[config.mk]
export PLATFORM = sky130hd
export DESIGN_NAME = alu_core
export DESIGN_NICKNAME = d
export VERILOG_FILES = /design/src/logic/core_pkg.sv /design/src/logic/alu_core.sv /design/src/logic/alu_execute.sv /design/src/logic/instr_decode.sv /design/src/logic/reg_file.sv /design/src/logic/stage_reg.sv /design/src/logic/write_back.sv
export SDC_FILE = /design/constraint.sdc
export NUM_CORES = 2
export LEC_CHECK = 0
export BUFFER_PORTS_ARGS = -buffer_cell sky130_fd_sc_hd__buf_2
export CELL_PAD_IN_SITES_DETAIL_PLACEMENT = 2
export CELL_PAD_IN_SITES_GLOBAL_PLACEMENT = 2
export CORE_ASPECT_RATIO = 0.6
export CORE_MARGIN = 1.5
export CORE_UTILIZATION = 40
export CTS_CLUSTER_DIAMETER = 40
export DETAILED_ROUTE_END_ITERATION = 8
export GPL_TIMING_DRIVEN = 0
export PLACE_DENSITY = 0.75
export REMOVE_ABC_BUFFERS = 1
export SYNTH_ARGS = -nofsm -noshare
export SYNTH_HDL_FRONTEND = slang
export SYNTH_SLANG_ARGS = --single-unit
[constraint.sdc]
create_clock -name clk -period 17.15 [get_ports clk]
set_input_delay 1.715 -clock clk [delete_from_list [all_inputs] [get_ports clk]]
set_output_delay 1.715 -clock clk [all_outputs]
set_load 0.01 [all_outputs]
[src/logic/core_pkg.sv]
package core_pkg;

    // ==============================
    // widths and basic types
    // ==============================
    localparam int XLEN      = 32;
    localparam int REG_COUNT = 32;

    typedef logic [XLEN-1:0]              xlen_t;
    typedef logic [$clog2(REG_COUNT)-1:0] reg_idx_t;

    // ==============================
    // encodings
    // ==============================
    localparam logic [6:0] OPC_OP     = 7'b0110011;
    localparam logic [6:0] OPC_OP_IMM = 7'b0010011;
    localparam logic [6:0] OPC_LUI    = 7'b0110111;
    localparam logic [6:0] OPC_AUIPC  = 7'b0010111;

    localparam logic [2:0] F3_ADD_SUB = 3'b000;
    localparam logic [2:0] F3_SLL     = 3'b001;
    localparam logic [2:0] F3_SLT     = 3'b010;
    localparam logic [2:0] F3_SLTU    = 3'b011;
    localparam logic [2:0] F3_XOR     = 3'b100;
    localparam logic [2:0] F3_SRL_SRA = 3'b101;
    localparam logic [2:0] F3_OR      = 3'b110;
    localparam logic [2:0] F3_AND     = 3'b111;

    // bit 30 selects sub and sra
    localparam logic [6:0] F7_BASE = 7'b0000000;
    localparam logic [6:0] F7_ALT  = 7'b0100000;

    typedef enum logic [3:0] {
        ALU_ADD    = 4'd0,
        ALU_SUB    = 4'd1,
        ALU_SLL    = 4'd2,
        ALU_SLT    = 4'd3,
        ALU_SLTU   = 4'd4,
        ALU_XOR    = 4'd5,
        ALU_SRL    = 4'd6,
        ALU_SRA    = 4'd7,
        ALU_OR     = 4'd8,
        ALU_AND    = 4'd9,
        ALU_PASS_B = 4'd10
    } alu_op_e;

    // ==============================
    // pipeline records
    // ==============================
    typedef struct packed {
        xlen_t    pc;
        alu_op_e  alu_op;
        reg_idx_t rs1_idx;
        xlen_t    rs1_val;
        reg_idx_t rs2_idx;
        xlen_t    rs2_val;
        xlen_t    imm;
        logic     use_imm;
        logic     use_pc;
        reg_idx_t rd;
        logic     write_en;
        logic     illegal;
    } decoded_t;

    typedef struct packed {
        xlen_t    pc;
        reg_idx_t rd;
        xlen_t    result;
        logic     write_en;
        logic     illegal;
    } exec_result_t;

    typedef struct packed {
        logic     en;
        reg_idx_t idx;
        xlen_t    data;
    } rf_write_t;

    typedef struct packed {
        logic     en;
        xlen_t    pc;
        reg_idx_t rd;
        xlen_t    data;
        logic     illegal;
    } commit_t;

endpackage

[src/logic/alu_core.sv]
`timescale 1ns/10ps

module alu_core #(
    parameter core_pkg::xlen_t RESET_PC = 32'h8000_0000
) (
    input  logic             clk,
    input  logic             resetn,
    input  logic             instr_valid_i,
    input  core_pkg::xlen_t  instr_i,
    output core_pkg::commit_t commit_o
);

    core_pkg::reg_idx_t     rs1_idx;
    core_pkg::reg_idx_t     rs2_idx;
    core_pkg::xlen_t        rs1_data;
    core_pkg::xlen_t        rs2_data;
    core_pkg::decoded_t     decoded;
    logic                   ex_valid;
    core_pkg::decoded_t     ex_decoded;
    logic                   ex_res_valid;
    core_pkg::exec_result_t ex_result;
    logic                   wb_valid;
    core_pkg::exec_result_t wb_result;
    core_pkg::rf_write_t    rf_write;

    instr_decode #(
        .RESET_PC (RESET_PC)
    ) u_decode (
        .clk           (clk),
        .resetn        (resetn),
        .instr_valid_i (instr_valid_i),
        .instr_i       (instr_i),
        .rs1_idx_o     (rs1_idx),
        .rs2_idx_o     (rs2_idx),
        .rs1_data_i    (rs1_data),
        .rs2_data_i    (rs2_data),
        .decoded_o     (decoded)
    );

    reg_file u_reg_file (
        .clk        (clk),
        .resetn     (resetn),
        .rs1_idx_i  (rs1_idx),
        .rs2_idx_i  (rs2_idx),
        .rs1_data_o (rs1_data),
        .rs2_data_o (rs2_data),
        .write_i    (rf_write)
    );

    // decode to execute
    stage_reg #(
        .payload_t (core_pkg::decoded_t)
    ) u_de_reg (
        .clk       (clk),
        .resetn    (resetn),
        .valid_i   (instr_valid_i),
        .payload_i (decoded),
        .valid_o   (ex_valid),
        .payload_o (ex_decoded)
    );

    alu_execute u_execute (
        .valid_i   (ex_valid),
        .decoded_i (ex_decoded),
        .fwd_i     (rf_write),
        .valid_o   (ex_res_valid),
        .result_o  (ex_result)
    );

    // execute to write-back
    stage_reg #(
        .payload_t (core_pkg::exec_result_t)
    ) u_ew_reg (
        .clk       (clk),
        .resetn    (resetn),
        .valid_i   (ex_res_valid),
        .payload_i (ex_result),
        .valid_o   (wb_valid),
        .payload_o (wb_result)
    );

    write_back u_write_back (
        .clk        (clk),
        .resetn     (resetn),
        .valid_i    (wb_valid),
        .result_i   (wb_result),
        .rf_write_o (rf_write),
        .commit_o   (commit_o)
    );

endmodule

[src/logic/alu_execute.sv]
`timescale 1ns/10ps

module alu_execute (
    input  logic                   valid_i,
    input  core_pkg::decoded_t     decoded_i,
    input  core_pkg::rf_write_t    fwd_i,
    output logic                   valid_o,
    output core_pkg::exec_result_t result_o
);

    core_pkg::xlen_t rs1_fwd;
    core_pkg::xlen_t rs2_fwd;
    core_pkg::xlen_t op_a;
    core_pkg::xlen_t op_b;
    core_pkg::xlen_t alu_res;
    logic [4:0]      shamt;

    // ==============================
    // operand forwarding
    // ==============================
    function automatic core_pkg::xlen_t fwd_sel(
        input core_pkg::reg_idx_t  idx,
        input core_pkg::xlen_t     val,
        input core_pkg::rf_write_t wr
    );
        if (wr.en && (wr.idx == idx) && (idx != '0)) begin
            return wr.data;
        end
        return val;
    endfunction

    assign rs1_fwd = fwd_sel(decoded_i.rs1_idx, decoded_i.rs1_val, fwd_i);
    assign rs2_fwd = fwd_sel(decoded_i.rs2_idx, decoded_i.rs2_val, fwd_i);

    // pc for auipc, immediate for the I and U groups
    assign op_a  = decoded_i.use_pc  ? decoded_i.pc  : rs1_fwd;
    assign op_b  = decoded_i.use_imm ? decoded_i.imm : rs2_fwd;
    assign shamt = op_b[4:0];

    // ==============================
    // ALU
    // ==============================
    always_comb begin
        case (decoded_i.alu_op)
            core_pkg::ALU_ADD: begin
                alu_res = op_a + op_b;
            end
            core_pkg::ALU_SUB: begin
                alu_res = op_a - op_b;
            end
            core_pkg::ALU_SLL: begin
                alu_res = op_a << shamt;
            end
            core_pkg::ALU_SLT: begin
                alu_res = core_pkg::xlen_t'($signed(op_a) < $signed(op_b));
            end
            core_pkg::ALU_SLTU: begin
                alu_res = core_pkg::xlen_t'(op_a < op_b);
            end
            core_pkg::ALU_XOR: begin
                alu_res = op_a ^ op_b;
            end
            core_pkg::ALU_SRL: begin
                alu_res = op_a >> shamt;
            end
            core_pkg::ALU_SRA: begin
                alu_res = core_pkg::xlen_t'($signed(op_a) >>> shamt);
            end
            core_pkg::ALU_OR: begin
                alu_res = op_a | op_b;
            end
            core_pkg::ALU_AND: begin
                alu_res = op_a & op_b;
            end
            default: begin
                // lui
                alu_res = op_b;
            end
        endcase
    end

    assign valid_o = valid_i;

    always_comb begin
        result_o          = '0;
        result_o.pc       = decoded_i.pc;
        result_o.rd       = decoded_i.rd;
        result_o.result   = alu_res;
        result_o.write_en = decoded_i.write_en;
        result_o.illegal  = decoded_i.illegal;
    end

endmodule

[src/logic/instr_decode.sv]
`timescale 1ns/10ps

module instr_decode #(
    parameter core_pkg::xlen_t RESET_PC = 32'h8000_0000
) (
    input  logic               clk,
    input  logic               resetn,
    input  logic               instr_valid_i,
    input  core_pkg::xlen_t    instr_i,
    output core_pkg::reg_idx_t rs1_idx_o,
    output core_pkg::reg_idx_t rs2_idx_o,
    input  core_pkg::xlen_t    rs1_data_i,
    input  core_pkg::xlen_t    rs2_data_i,
    output core_pkg::decoded_t decoded_o
);

    core_pkg::xlen_t pc_q;
    logic [6:0]      opcode;
    logic [2:0]      funct3;
    logic [6:0]      funct7;
    logic            bad_funct7;

    // maps funct3 and bit 30 onto an ALU operation
    function automatic core_pkg::alu_op_e map_op(
        input logic [2:0] f3,
        input logic       alt,
        input logic       allow_sub
    );
        case (f3)
            core_pkg::F3_ADD_SUB: return (alt && allow_sub) ? core_pkg::ALU_SUB
                                                            : core_pkg::ALU_ADD;
            core_pkg::F3_SLL:     return core_pkg::ALU_SLL;
            core_pkg::F3_SLT:     return core_pkg::ALU_SLT;
            core_pkg::F3_SLTU:    return core_pkg::ALU_SLTU;
            core_pkg::F3_XOR:     return core_pkg::ALU_XOR;
            core_pkg::F3_SRL_SRA: return alt ? core_pkg::ALU_SRA : core_pkg::ALU_SRL;
            core_pkg::F3_OR:      return core_pkg::ALU_OR;
            default:              return core_pkg::ALU_AND;
        endcase
    endfunction

    // pc of the next accepted instruction
    always_ff @(posedge clk) begin
        if (!resetn) begin
            pc_q <= RESET_PC;
        end else if (instr_valid_i) begin
            pc_q <= pc_q + 32'd4;
        end
    end

    assign opcode     = instr_i[6:0];
    assign funct3     = instr_i[14:12];
    assign funct7     = instr_i[31:25];
    assign bad_funct7 = (funct7 != core_pkg::F7_BASE) && (funct7 != core_pkg::F7_ALT);

    assign rs1_idx_o = instr_i[19:15];
    assign rs2_idx_o = instr_i[24:20];

    always_comb begin
        decoded_o          = '0;
        decoded_o.pc       = pc_q;
        decoded_o.alu_op   = core_pkg::ALU_ADD;
        decoded_o.rs1_idx  = instr_i[19:15];
        decoded_o.rs1_val  = rs1_data_i;
        decoded_o.rs2_idx  = instr_i[24:20];
        decoded_o.rs2_val  = rs2_data_i;
        decoded_o.rd       = instr_i[11:7];
        decoded_o.write_en = 1'b1;

        case (opcode)
            core_pkg::OPC_OP: begin
                decoded_o.alu_op  = map_op(funct3, funct7[5], 1'b1);
                decoded_o.illegal = bad_funct7;
            end
            core_pkg::OPC_OP_IMM: begin
                decoded_o.imm     = {{20{instr_i[31]}}, instr_i[31:20]};
                decoded_o.use_imm = 1'b1;
                decoded_o.alu_op  = map_op(funct3, funct7[5], 1'b0);
                // funct7 only matters for the shifts
                decoded_o.illegal = bad_funct7 && ((funct3 == core_pkg::F3_SLL) ||
                                                   (funct3 == core_pkg::F3_SRL_SRA));
            end
            core_pkg::OPC_LUI: begin
                decoded_o.imm     = {instr_i[31:12], 12'b0};
                decoded_o.use_imm = 1'b1;
                decoded_o.alu_op  = core_pkg::ALU_PASS_B;
            end
            core_pkg::OPC_AUIPC: begin
                decoded_o.imm     = {instr_i[31:12], 12'b0};
                decoded_o.use_imm = 1'b1;
                decoded_o.use_pc  = 1'b1;
            end
            default: begin
                decoded_o.illegal = 1'b1;
            end
        endcase

        if (decoded_o.illegal) begin
            decoded_o.write_en = 1'b0;
        end
    end

endmodule

[src/logic/reg_file.sv]
`timescale 1ns/10ps

module reg_file (
    input  logic                clk,
    input  logic                resetn,
    input  core_pkg::reg_idx_t  rs1_idx_i,
    input  core_pkg::reg_idx_t  rs2_idx_i,
    output core_pkg::xlen_t     rs1_data_o,
    output core_pkg::xlen_t     rs2_data_o,
    input  core_pkg::rf_write_t write_i
);

    // x0 has no storage
    core_pkg::xlen_t regs_q [1:core_pkg::REG_COUNT-1];

    function automatic core_pkg::xlen_t read_port(input core_pkg::reg_idx_t idx);
        if (idx == '0) begin
            return '0;
        end
        // same-cycle write goes straight through
        if (write_i.en && (write_i.idx == idx)) begin
            return write_i.data;
        end
        return regs_q[idx];
    endfunction

    always_ff @(posedge clk) begin
        if (!resetn) begin
            for (int i = 1; i < core_pkg::REG_COUNT; i++) begin
                regs_q[i] <= '0;
            end
        end else if (write_i.en && (write_i.idx != '0)) begin
            regs_q[write_i.idx] <= write_i.data;
        end
    end

    always_comb begin
        rs1_data_o = read_port(rs1_idx_i);
        rs2_data_o = read_port(rs2_idx_i);
    end

endmodule

[src/logic/stage_reg.sv]
`timescale 1ns/10ps

module stage_reg #(
    parameter type payload_t = logic [31:0]
) (
    input  logic     clk,
    input  logic     resetn,
    input  logic     valid_i,
    input  payload_t payload_i,
    output logic     valid_o,
    output payload_t payload_o
);

    logic     valid_q;
    payload_t payload_q;

    always_ff @(posedge clk) begin
        if (!resetn) begin
            valid_q <= 1'b0;
        end else begin
            valid_q <= valid_i;
        end
    end

    // payload only moves with a valid entry
    always_ff @(posedge clk) begin
        if (valid_i) begin
            payload_q <= payload_i;
        end
    end

    assign valid_o   = valid_q;
    assign payload_o = payload_q;

endmodule

[src/logic/write_back.sv]
`timescale 1ns/10ps

module write_back (
    input  logic                   clk,
    input  logic                   resetn,
    input  logic                   valid_i,
    input  core_pkg::exec_result_t result_i,
    output core_pkg::rf_write_t    rf_write_o,
    output core_pkg::commit_t      commit_o
);

    logic            commit_en_q;
    core_pkg::xlen_t commit_pc_q;
    core_pkg::reg_idx_t commit_rd_q;
    core_pkg::xlen_t commit_data_q;
    logic            commit_illegal_q;

    // register file write port
    assign rf_write_o.en   = valid_i && !result_i.illegal && result_i.write_en &&
                             (result_i.rd != '0);
    assign rf_write_o.idx  = result_i.rd;
    assign rf_write_o.data = result_i.result;

    always_ff @(posedge clk) begin
        if (!resetn) begin
            commit_en_q <= 1'b0;
        end else begin
            commit_en_q <= valid_i;
        end
    end

    // illegal words report rd and data as zero, x0 reports data zero
    always_ff @(posedge clk) begin
        if (valid_i) begin
            commit_pc_q      <= result_i.pc;
            commit_rd_q      <= result_i.illegal ? '0 : result_i.rd;
            commit_data_q    <= rf_write_o.en ? result_i.result : '0;
            commit_illegal_q <= result_i.illegal;
        end
    end

    assign commit_o.en      = commit_en_q;
    assign commit_o.pc      = commit_pc_q;
    assign commit_o.rd      = commit_rd_q;
    assign commit_o.data    = commit_data_q;
    assign commit_o.illegal = commit_illegal_q;

endmodule
=== Word-level counts from Yosys, hierarchy flattened ===
Memories as Yosys holds them, arrays and structs flattened.
Cells that the tools add are included.

* Equal/unequal tests: 24
* Reduce and logical (&&, ||, !) cells: 24
* Divide/modulo/power cells: 0
* Shift-type cells: 3
* Bitwise operators: 3
* Add/sub/neg operators: 3
* $mul: 0
* Magnitude comparators: 2
* Muxes and demuxes: 39

{| class="wikitable"
|+ Operators by type and width
! operator !! count
|-
| $mux W32 || 15
|-
| $pmux W32 S10 || 1
|-
| $pmux W33 S2 || 1
|-
| $lt A32 B32 Y1 || 2
|-
| $pmux W4 S7 || 2
|-
| $add A32 B3 Y32 const B || 1
|-
| $add A32 B32 Y32 || 1
|-
| $and A32 B32 Y32 || 1
|-
| $or A32 B32 Y32 || 1
|-
| $reduce_or A32 Y1 || 1
|-
| $shl A32 B5 Y32 || 1
|-
| $shr A32 B5 Y32 || 1
|-
| $sshr A32 B5 Y32 || 1
|-
| $sub A32 B32 Y32 || 1
|-
| $xor A32 B32 Y32 || 1
|-
| $eq A5 B5 Y1 || 4
|-
| $mux W1 || 17
|-
| $eq A4 B3 Y1 const B || 4
|-
| $reduce_bool A5 Y1 || 3
|-
| $eq A7 B5 Y1 const B || 2
|-
| $eq A7 B6 Y1 const B || 2
|-
| $logic_and A1 B1 Y1 || 12
|-
| $pmux W4 S3 || 1
|-
| $logic_not A5 Y1 || 2
|-
| 15 further kinds || 20
|}

* Bits of input ports: 35
* Memory bits (read-only): 0
* Register bits: 327
* Output and inout bits: 71
* Memories: 1
* Bits in writable memories: 992
* Latch bits: 0

{| class="wikitable"
|+ Memories
! memory !! depth !! bits a word !! rd ports !! clocked after memory_dff !! wr ports !! line !! source
|-
| u_reg_file.regs_q || 31 || 32 || 2 || 0 || 31 || reg_file.sv:14 || <nowiki>core_pkg::xlen_t regs_q [1:core_pkg::REG_COUNT-1];</nowiki>
|}

=== Longest topological paths before layout ===
* Word-level depth: 11
* Gate-level depth with buffers: 23
* Depth with buffers taken out: 19

=== Modules after synthesis ===
Synthesis repeated with hierarchy kept, for this count alone.

* Cells, all modules: 6,358
* Area total of the unflattened synthesis: 78,825.6 um^2

{| class="wikitable"
|+ By module, submodules not included
! module !! area each (um^2) !! cells each !! times used
|-
| reg_file || 55,005.3 || 3,804 || 1
|-
| alu_execute || 11,509.8 || 1,804 || 1
|-
| stage_reg (u_de_reg) || 4,560.6 || 153 || 1
|-
| write_back || 3,031.7 || 202 || 1
|-
| instr_decode || 2,560.0 || 322 || 1
|-
| stage_reg (u_ew_reg) || 2,158.3 || 73 || 1
|}

=== Worst setup path after synthesis ===
Ideal clock, no wire load.

* Kind: register to register
* Start point: register u_ew_reg.valid_q (netlist: u_ew_reg.valid_o)
* End point: register u_ew_reg.payload_q (netlist bit u_ew_reg.payload_o[29]) (data pin)
* Required time: 16.881 ns
* Path buffers: 5
* Setup slack: 10.452 ns
* Setup time: 0.269 ns
* Arrival time: 6.429 ns
* Stages on the path, launching flop included: 23
* Path through: dfxtp_1 and3b_1 buf_2 o31ai_4 nor3_1 mux2i_1 o21a_1 clkbuf_1 buf_2 clkbuf_1 clkbuf_1 ha_1 or2_2 o311ai_0 a21oi_1 o22a_1 o31ai_2 o21ai_2 a211oi_2 o31ai_2 xnor2_1 a2111o_1 a2bb2oi_1

{| class="wikitable"
|+ RTL lines
! what !! line !! source
|-
| start: declaration || stage_reg.sv:14 || <nowiki>logic valid_q;</nowiki>
|-
| start signal: assignment || stage_reg.sv:21 || <nowiki>valid_q <= valid_i;</nowiki>
|-
| end signal: assignment || stage_reg.sv:28 || <nowiki>payload_q <= payload_i;</nowiki>
|-
| end: declaration || stage_reg.sv:15 || <nowiki>payload_t payload_q;</nowiki>
|}

==> flow_summary_export.csv <==
group,metric,value,unit
global_routing,use_met1,52.9,%
cts,cts.hold.buffers_added,0,
timing,fmax,0.102,GHz
detailed_routing,via_per_inst,7.01,
cts,post-cts-setup-buffers,0,
detailed_routing,vias,58100,
floorplanning,rows,124,
worst_setup_path,r2r_end,"u_ew_reg.payload_o[30]",
synthesis,synth.most_common_cell,"edfxtp_1",
pwr,power_per_cell_area,104,mW/mm^2
synthesis,synth-adder-area-share,1.67,%
synthesis,netlist_instances,5662,
pwr,p_total,0.00935,W
detailed_routing,wl_per_cell,44.2,microns
timing,hold_ws,0.420,ns
synthesis,synth_top_family_by_area,"multiplexers",
timing,fin_crit,9.80,ns
worst_setup_path,cp-end-kind,"register",
worst_setup_path,crit_fanout,29,
cells_and_area,area_delta_synth_final,17.0,%
synthesis,yosys.area.top_type,"edfxtp_1",
timing,skew,0.0655,ns
timing,setup-violations-final,0,
cts,ctsRootBufferMaster,"clkbuf_16",
synthesis,synth-simple-area-share,12.6,%
global_routing,grt_pass1_wl,498,mm
timing,setup_slack,7.35,ns
global_routing,grt_pass1_vias,58700,
timing,tightestPinTransition,1.62,ns
global_routing,grt_max_degree,98,
placement,port_buffers,103,
cts,cts_tree,"done",
global_routing,met3_usage,17.0,%
cts,clk_latency,0.87,ns
worst_setup_path,start_kind,"register",
worst_setup_path,r2r_slack,7.35,ns
floorplanning,fp.dieH,342,microns
synthesis,synth_xor_area_share,0.731,%
worst_setup_path,crit_arrival,10.27,ns
global_routing,use_met2,50.2,%
synthesis,synth-compound-area-share,7.01,%
synthesis,ys_seq_area_share,52.2,%
pwr,peakVddDrop,0.0000795,V
synthesis,synth.top_cell.area_share,51.3,%
worst_setup_path,worst-setup-path-type,"reg2reg",
synthesis,synth_edf_count,1310,
timing,slew_viol_final,70,
status,outcome,"complete, but fails checks",
synthesis,synthArstFlopShare,0,%
run,max_cap_violations,10,
detailed_routing,drtIter0Drc,9770,
global_routing,gr-usage-all-layers,37.3,%
pwr,power.leakage,31.7,nW
synthesis,synthFlopType,"edfxtp_1",
cts,h-tree-depth,4,
placement,pre_cts_slack,8.24,ns
cts,clk_pin_slew,0.07,ns
worst_setup_path,reg2reg_from,"u_ew_reg.payload_o[37]",
timing,final_hold_viol_count,0,
synthesis,synth_commonest_cells,"edfxtp_1, and2_1, mux4_2, clkbuf_1, nor2_1",
synthesis,synthTopCellsByArea,"edfxtp_1, mux4_2, and2_1",
global_routing,grt-busiest-layer,"met1",
placement,dp_hpwl,257,mm
floorplanning,core_area,0.190,sq mm
synthesis,yosysUniqueCellTypes,103,
cells_and_area,nNetsFinal,5763,
cts,cts_sinks,1343,
min_path,hp-start,"u_de_reg.payload_o[2]",
detailed_routing,postRouteAntennaNets,0,
synthesis,ys_warn_count,0,
global_routing,antenna_found_initial,37,
detailed_routing,detailedRoute.firstPassIterationCount,6,
synthesis,synthMuxAreaShare,22.1,%
cells_and_area,drive_gt1_share,24.6,%
global_routing,overflow,0,
floorplanning,die-area,0.194,sq mm
placement,placed_cells,7964,
worst_setup_path,r2r_cells,20,
detailed_routing,drt-total-wl,366,mm
floorplanning,pin_count,106,
synthesis,ys_seq_elements,1343,
cts,cts_resized,0,
min_path,min_path_type,"reg2reg",
min_path,hold_depth,0,
floorplanning,start_util,40.3,%
worst_setup_path,required,17.62,ns
timing,finalCritPeriodShare,57.2,%
synthesis,syn_area,0.0767,sq mm
synthesis,avgSynthCellArea,13.5,sq um
floorplanning,die-width,568,microns
placement,gp_congestion,0.982,
timing,rsz0062_at_grt,"false",
cts,cts_buffers,172,
cells_and_area,final_cells,8286,
timing,relSlewSlack,-8.24,%
detailed_routing,drc,0,
cts,clk_path_buf_depth,4,
status,violations,"max-capacitance violations, max-slew violations",
min_path,min_to,"u_ew_reg.payload_o[34]",
sequential cells by signal, summed over array words and instances, names as in the netlist:
register	cells
u_write_back.commit_illegal_q	1
u_de_reg.payload_o	149
u_decode.pc_q	30
u_ew_reg.payload_o	69
u_de_reg.valid_o	1
u_write_back.commit_pc_q	30
u_write_back.commit_en_q	1
u_ew_reg.valid_o	1
u_reg_file.regs_q	1024
u_write_back.commit_rd_q	5
u_write_back.commit_data_q	32
metal layers:
metal,wire length [microns],vias up
met3,57200,656
met2,147000,4250
met4,12400,22
met5,141,-
li1,-,21900
met1,150000,31300
critical path: stages (launching register included):
cell and delay (ns):
edfxtp_1 0.74, or3_4 0.73, o31ai_4 0.67, buf_16 0.24, buf_16 0.18, o31ai_1 0.08, a21oi_1 1.03, inv_1 0.26
ha_1 0.34, fa_1 0.64, nor2b_1 0.17, o21ai_0 0.15, a21oi_1 0.43, o21ai_0 0.15, a21oi_1 0.69, o21ai_1 0.25
a2111oi_0 0.70, o21ai_0 0.45, nor2_1 0.20, o21ai_0 0.19, a32oi_1 1.05
placed cells by master (no fill, tap or decap), types with 39 or more instances in the layout:
cell type	n
xnor2_1	50
nor2_1	277
nand3_1	39
buf_16	112
nand4_1	49
buf_12	68
mux4_2	640
o21ai_0	127
o31ai_1	48
mux2i_1	224
nand2_1	162
a21oi_1	153
nor3_1	256
edfxtp_1	1310
buf_2	91
a211oi_1	97
inv_1	103
and2_1	847
ha_1	99
clkbuf_16	175
area by class of cell:
class	count	area, sq um
fillers	17700	101000
flip-flops and latches	1343	40000
multi-input cells	3655	34700
repair buffers	340	5760
clock buffers	201	4510
well taps	2520	3150
clock inverters	100	1050
inverters	115	444
diodes	12	30.0
worst max path at each step:
stage / startpoint / endpoint / slack [ns] / cells after the start
after floorplan: u_ew_reg.valid_o / u_ew_reg.payload_o[12] / 7.00 / 18
after global placement: u_ew_reg.valid_o / u_reg_file.regs_q[28][12] / -0.89 / 4
after detailed placement: u_ew_reg.payload_o[37] / u_ew_reg.payload_o[30] / 8.24 / 20
after CTS: u_ew_reg.payload_o[37] / u_ew_reg.payload_o[30] / 8.05 / 20
after global routing: u_ew_reg.payload_o[37] / u_ew_reg.payload_o[30] / 7.38 / 20
final: u_ew_reg.payload_o[37] / u_ew_reg.payload_o[30] / 7.35 / 20
through the flow:
stage               TNS, ns  util, %  instance area (sq um)
CTS                       0     47.0                  89500
detailed placement        0     44.1                  84000
global placement     -82.02     41.0                  78100
floorplan                 0        -                  74400
finish                    0     47.1                  89700
global route              0     47.1                  89700
kinds of logic after synthesis:
logic type,Yosys count
AND/OR/NAND/NOR,1787
flip-flops,1343
multiplexers,890
AO/OA/AOI/OAI,779
buffers and inverters,697
adder cells (fa/ha/maj),101
XOR/XNOR,64
other,1
power by group:
part	total, W	internal, W	switching (W)	leakage, nW
clock	0.00373	0.00214	0.00159	2.70
sequential	0.00387	0.00374	0.000126	13.6
combinational	0.00176	0.000572	0.00118	15.4
(Power assumes the default switching activity.)
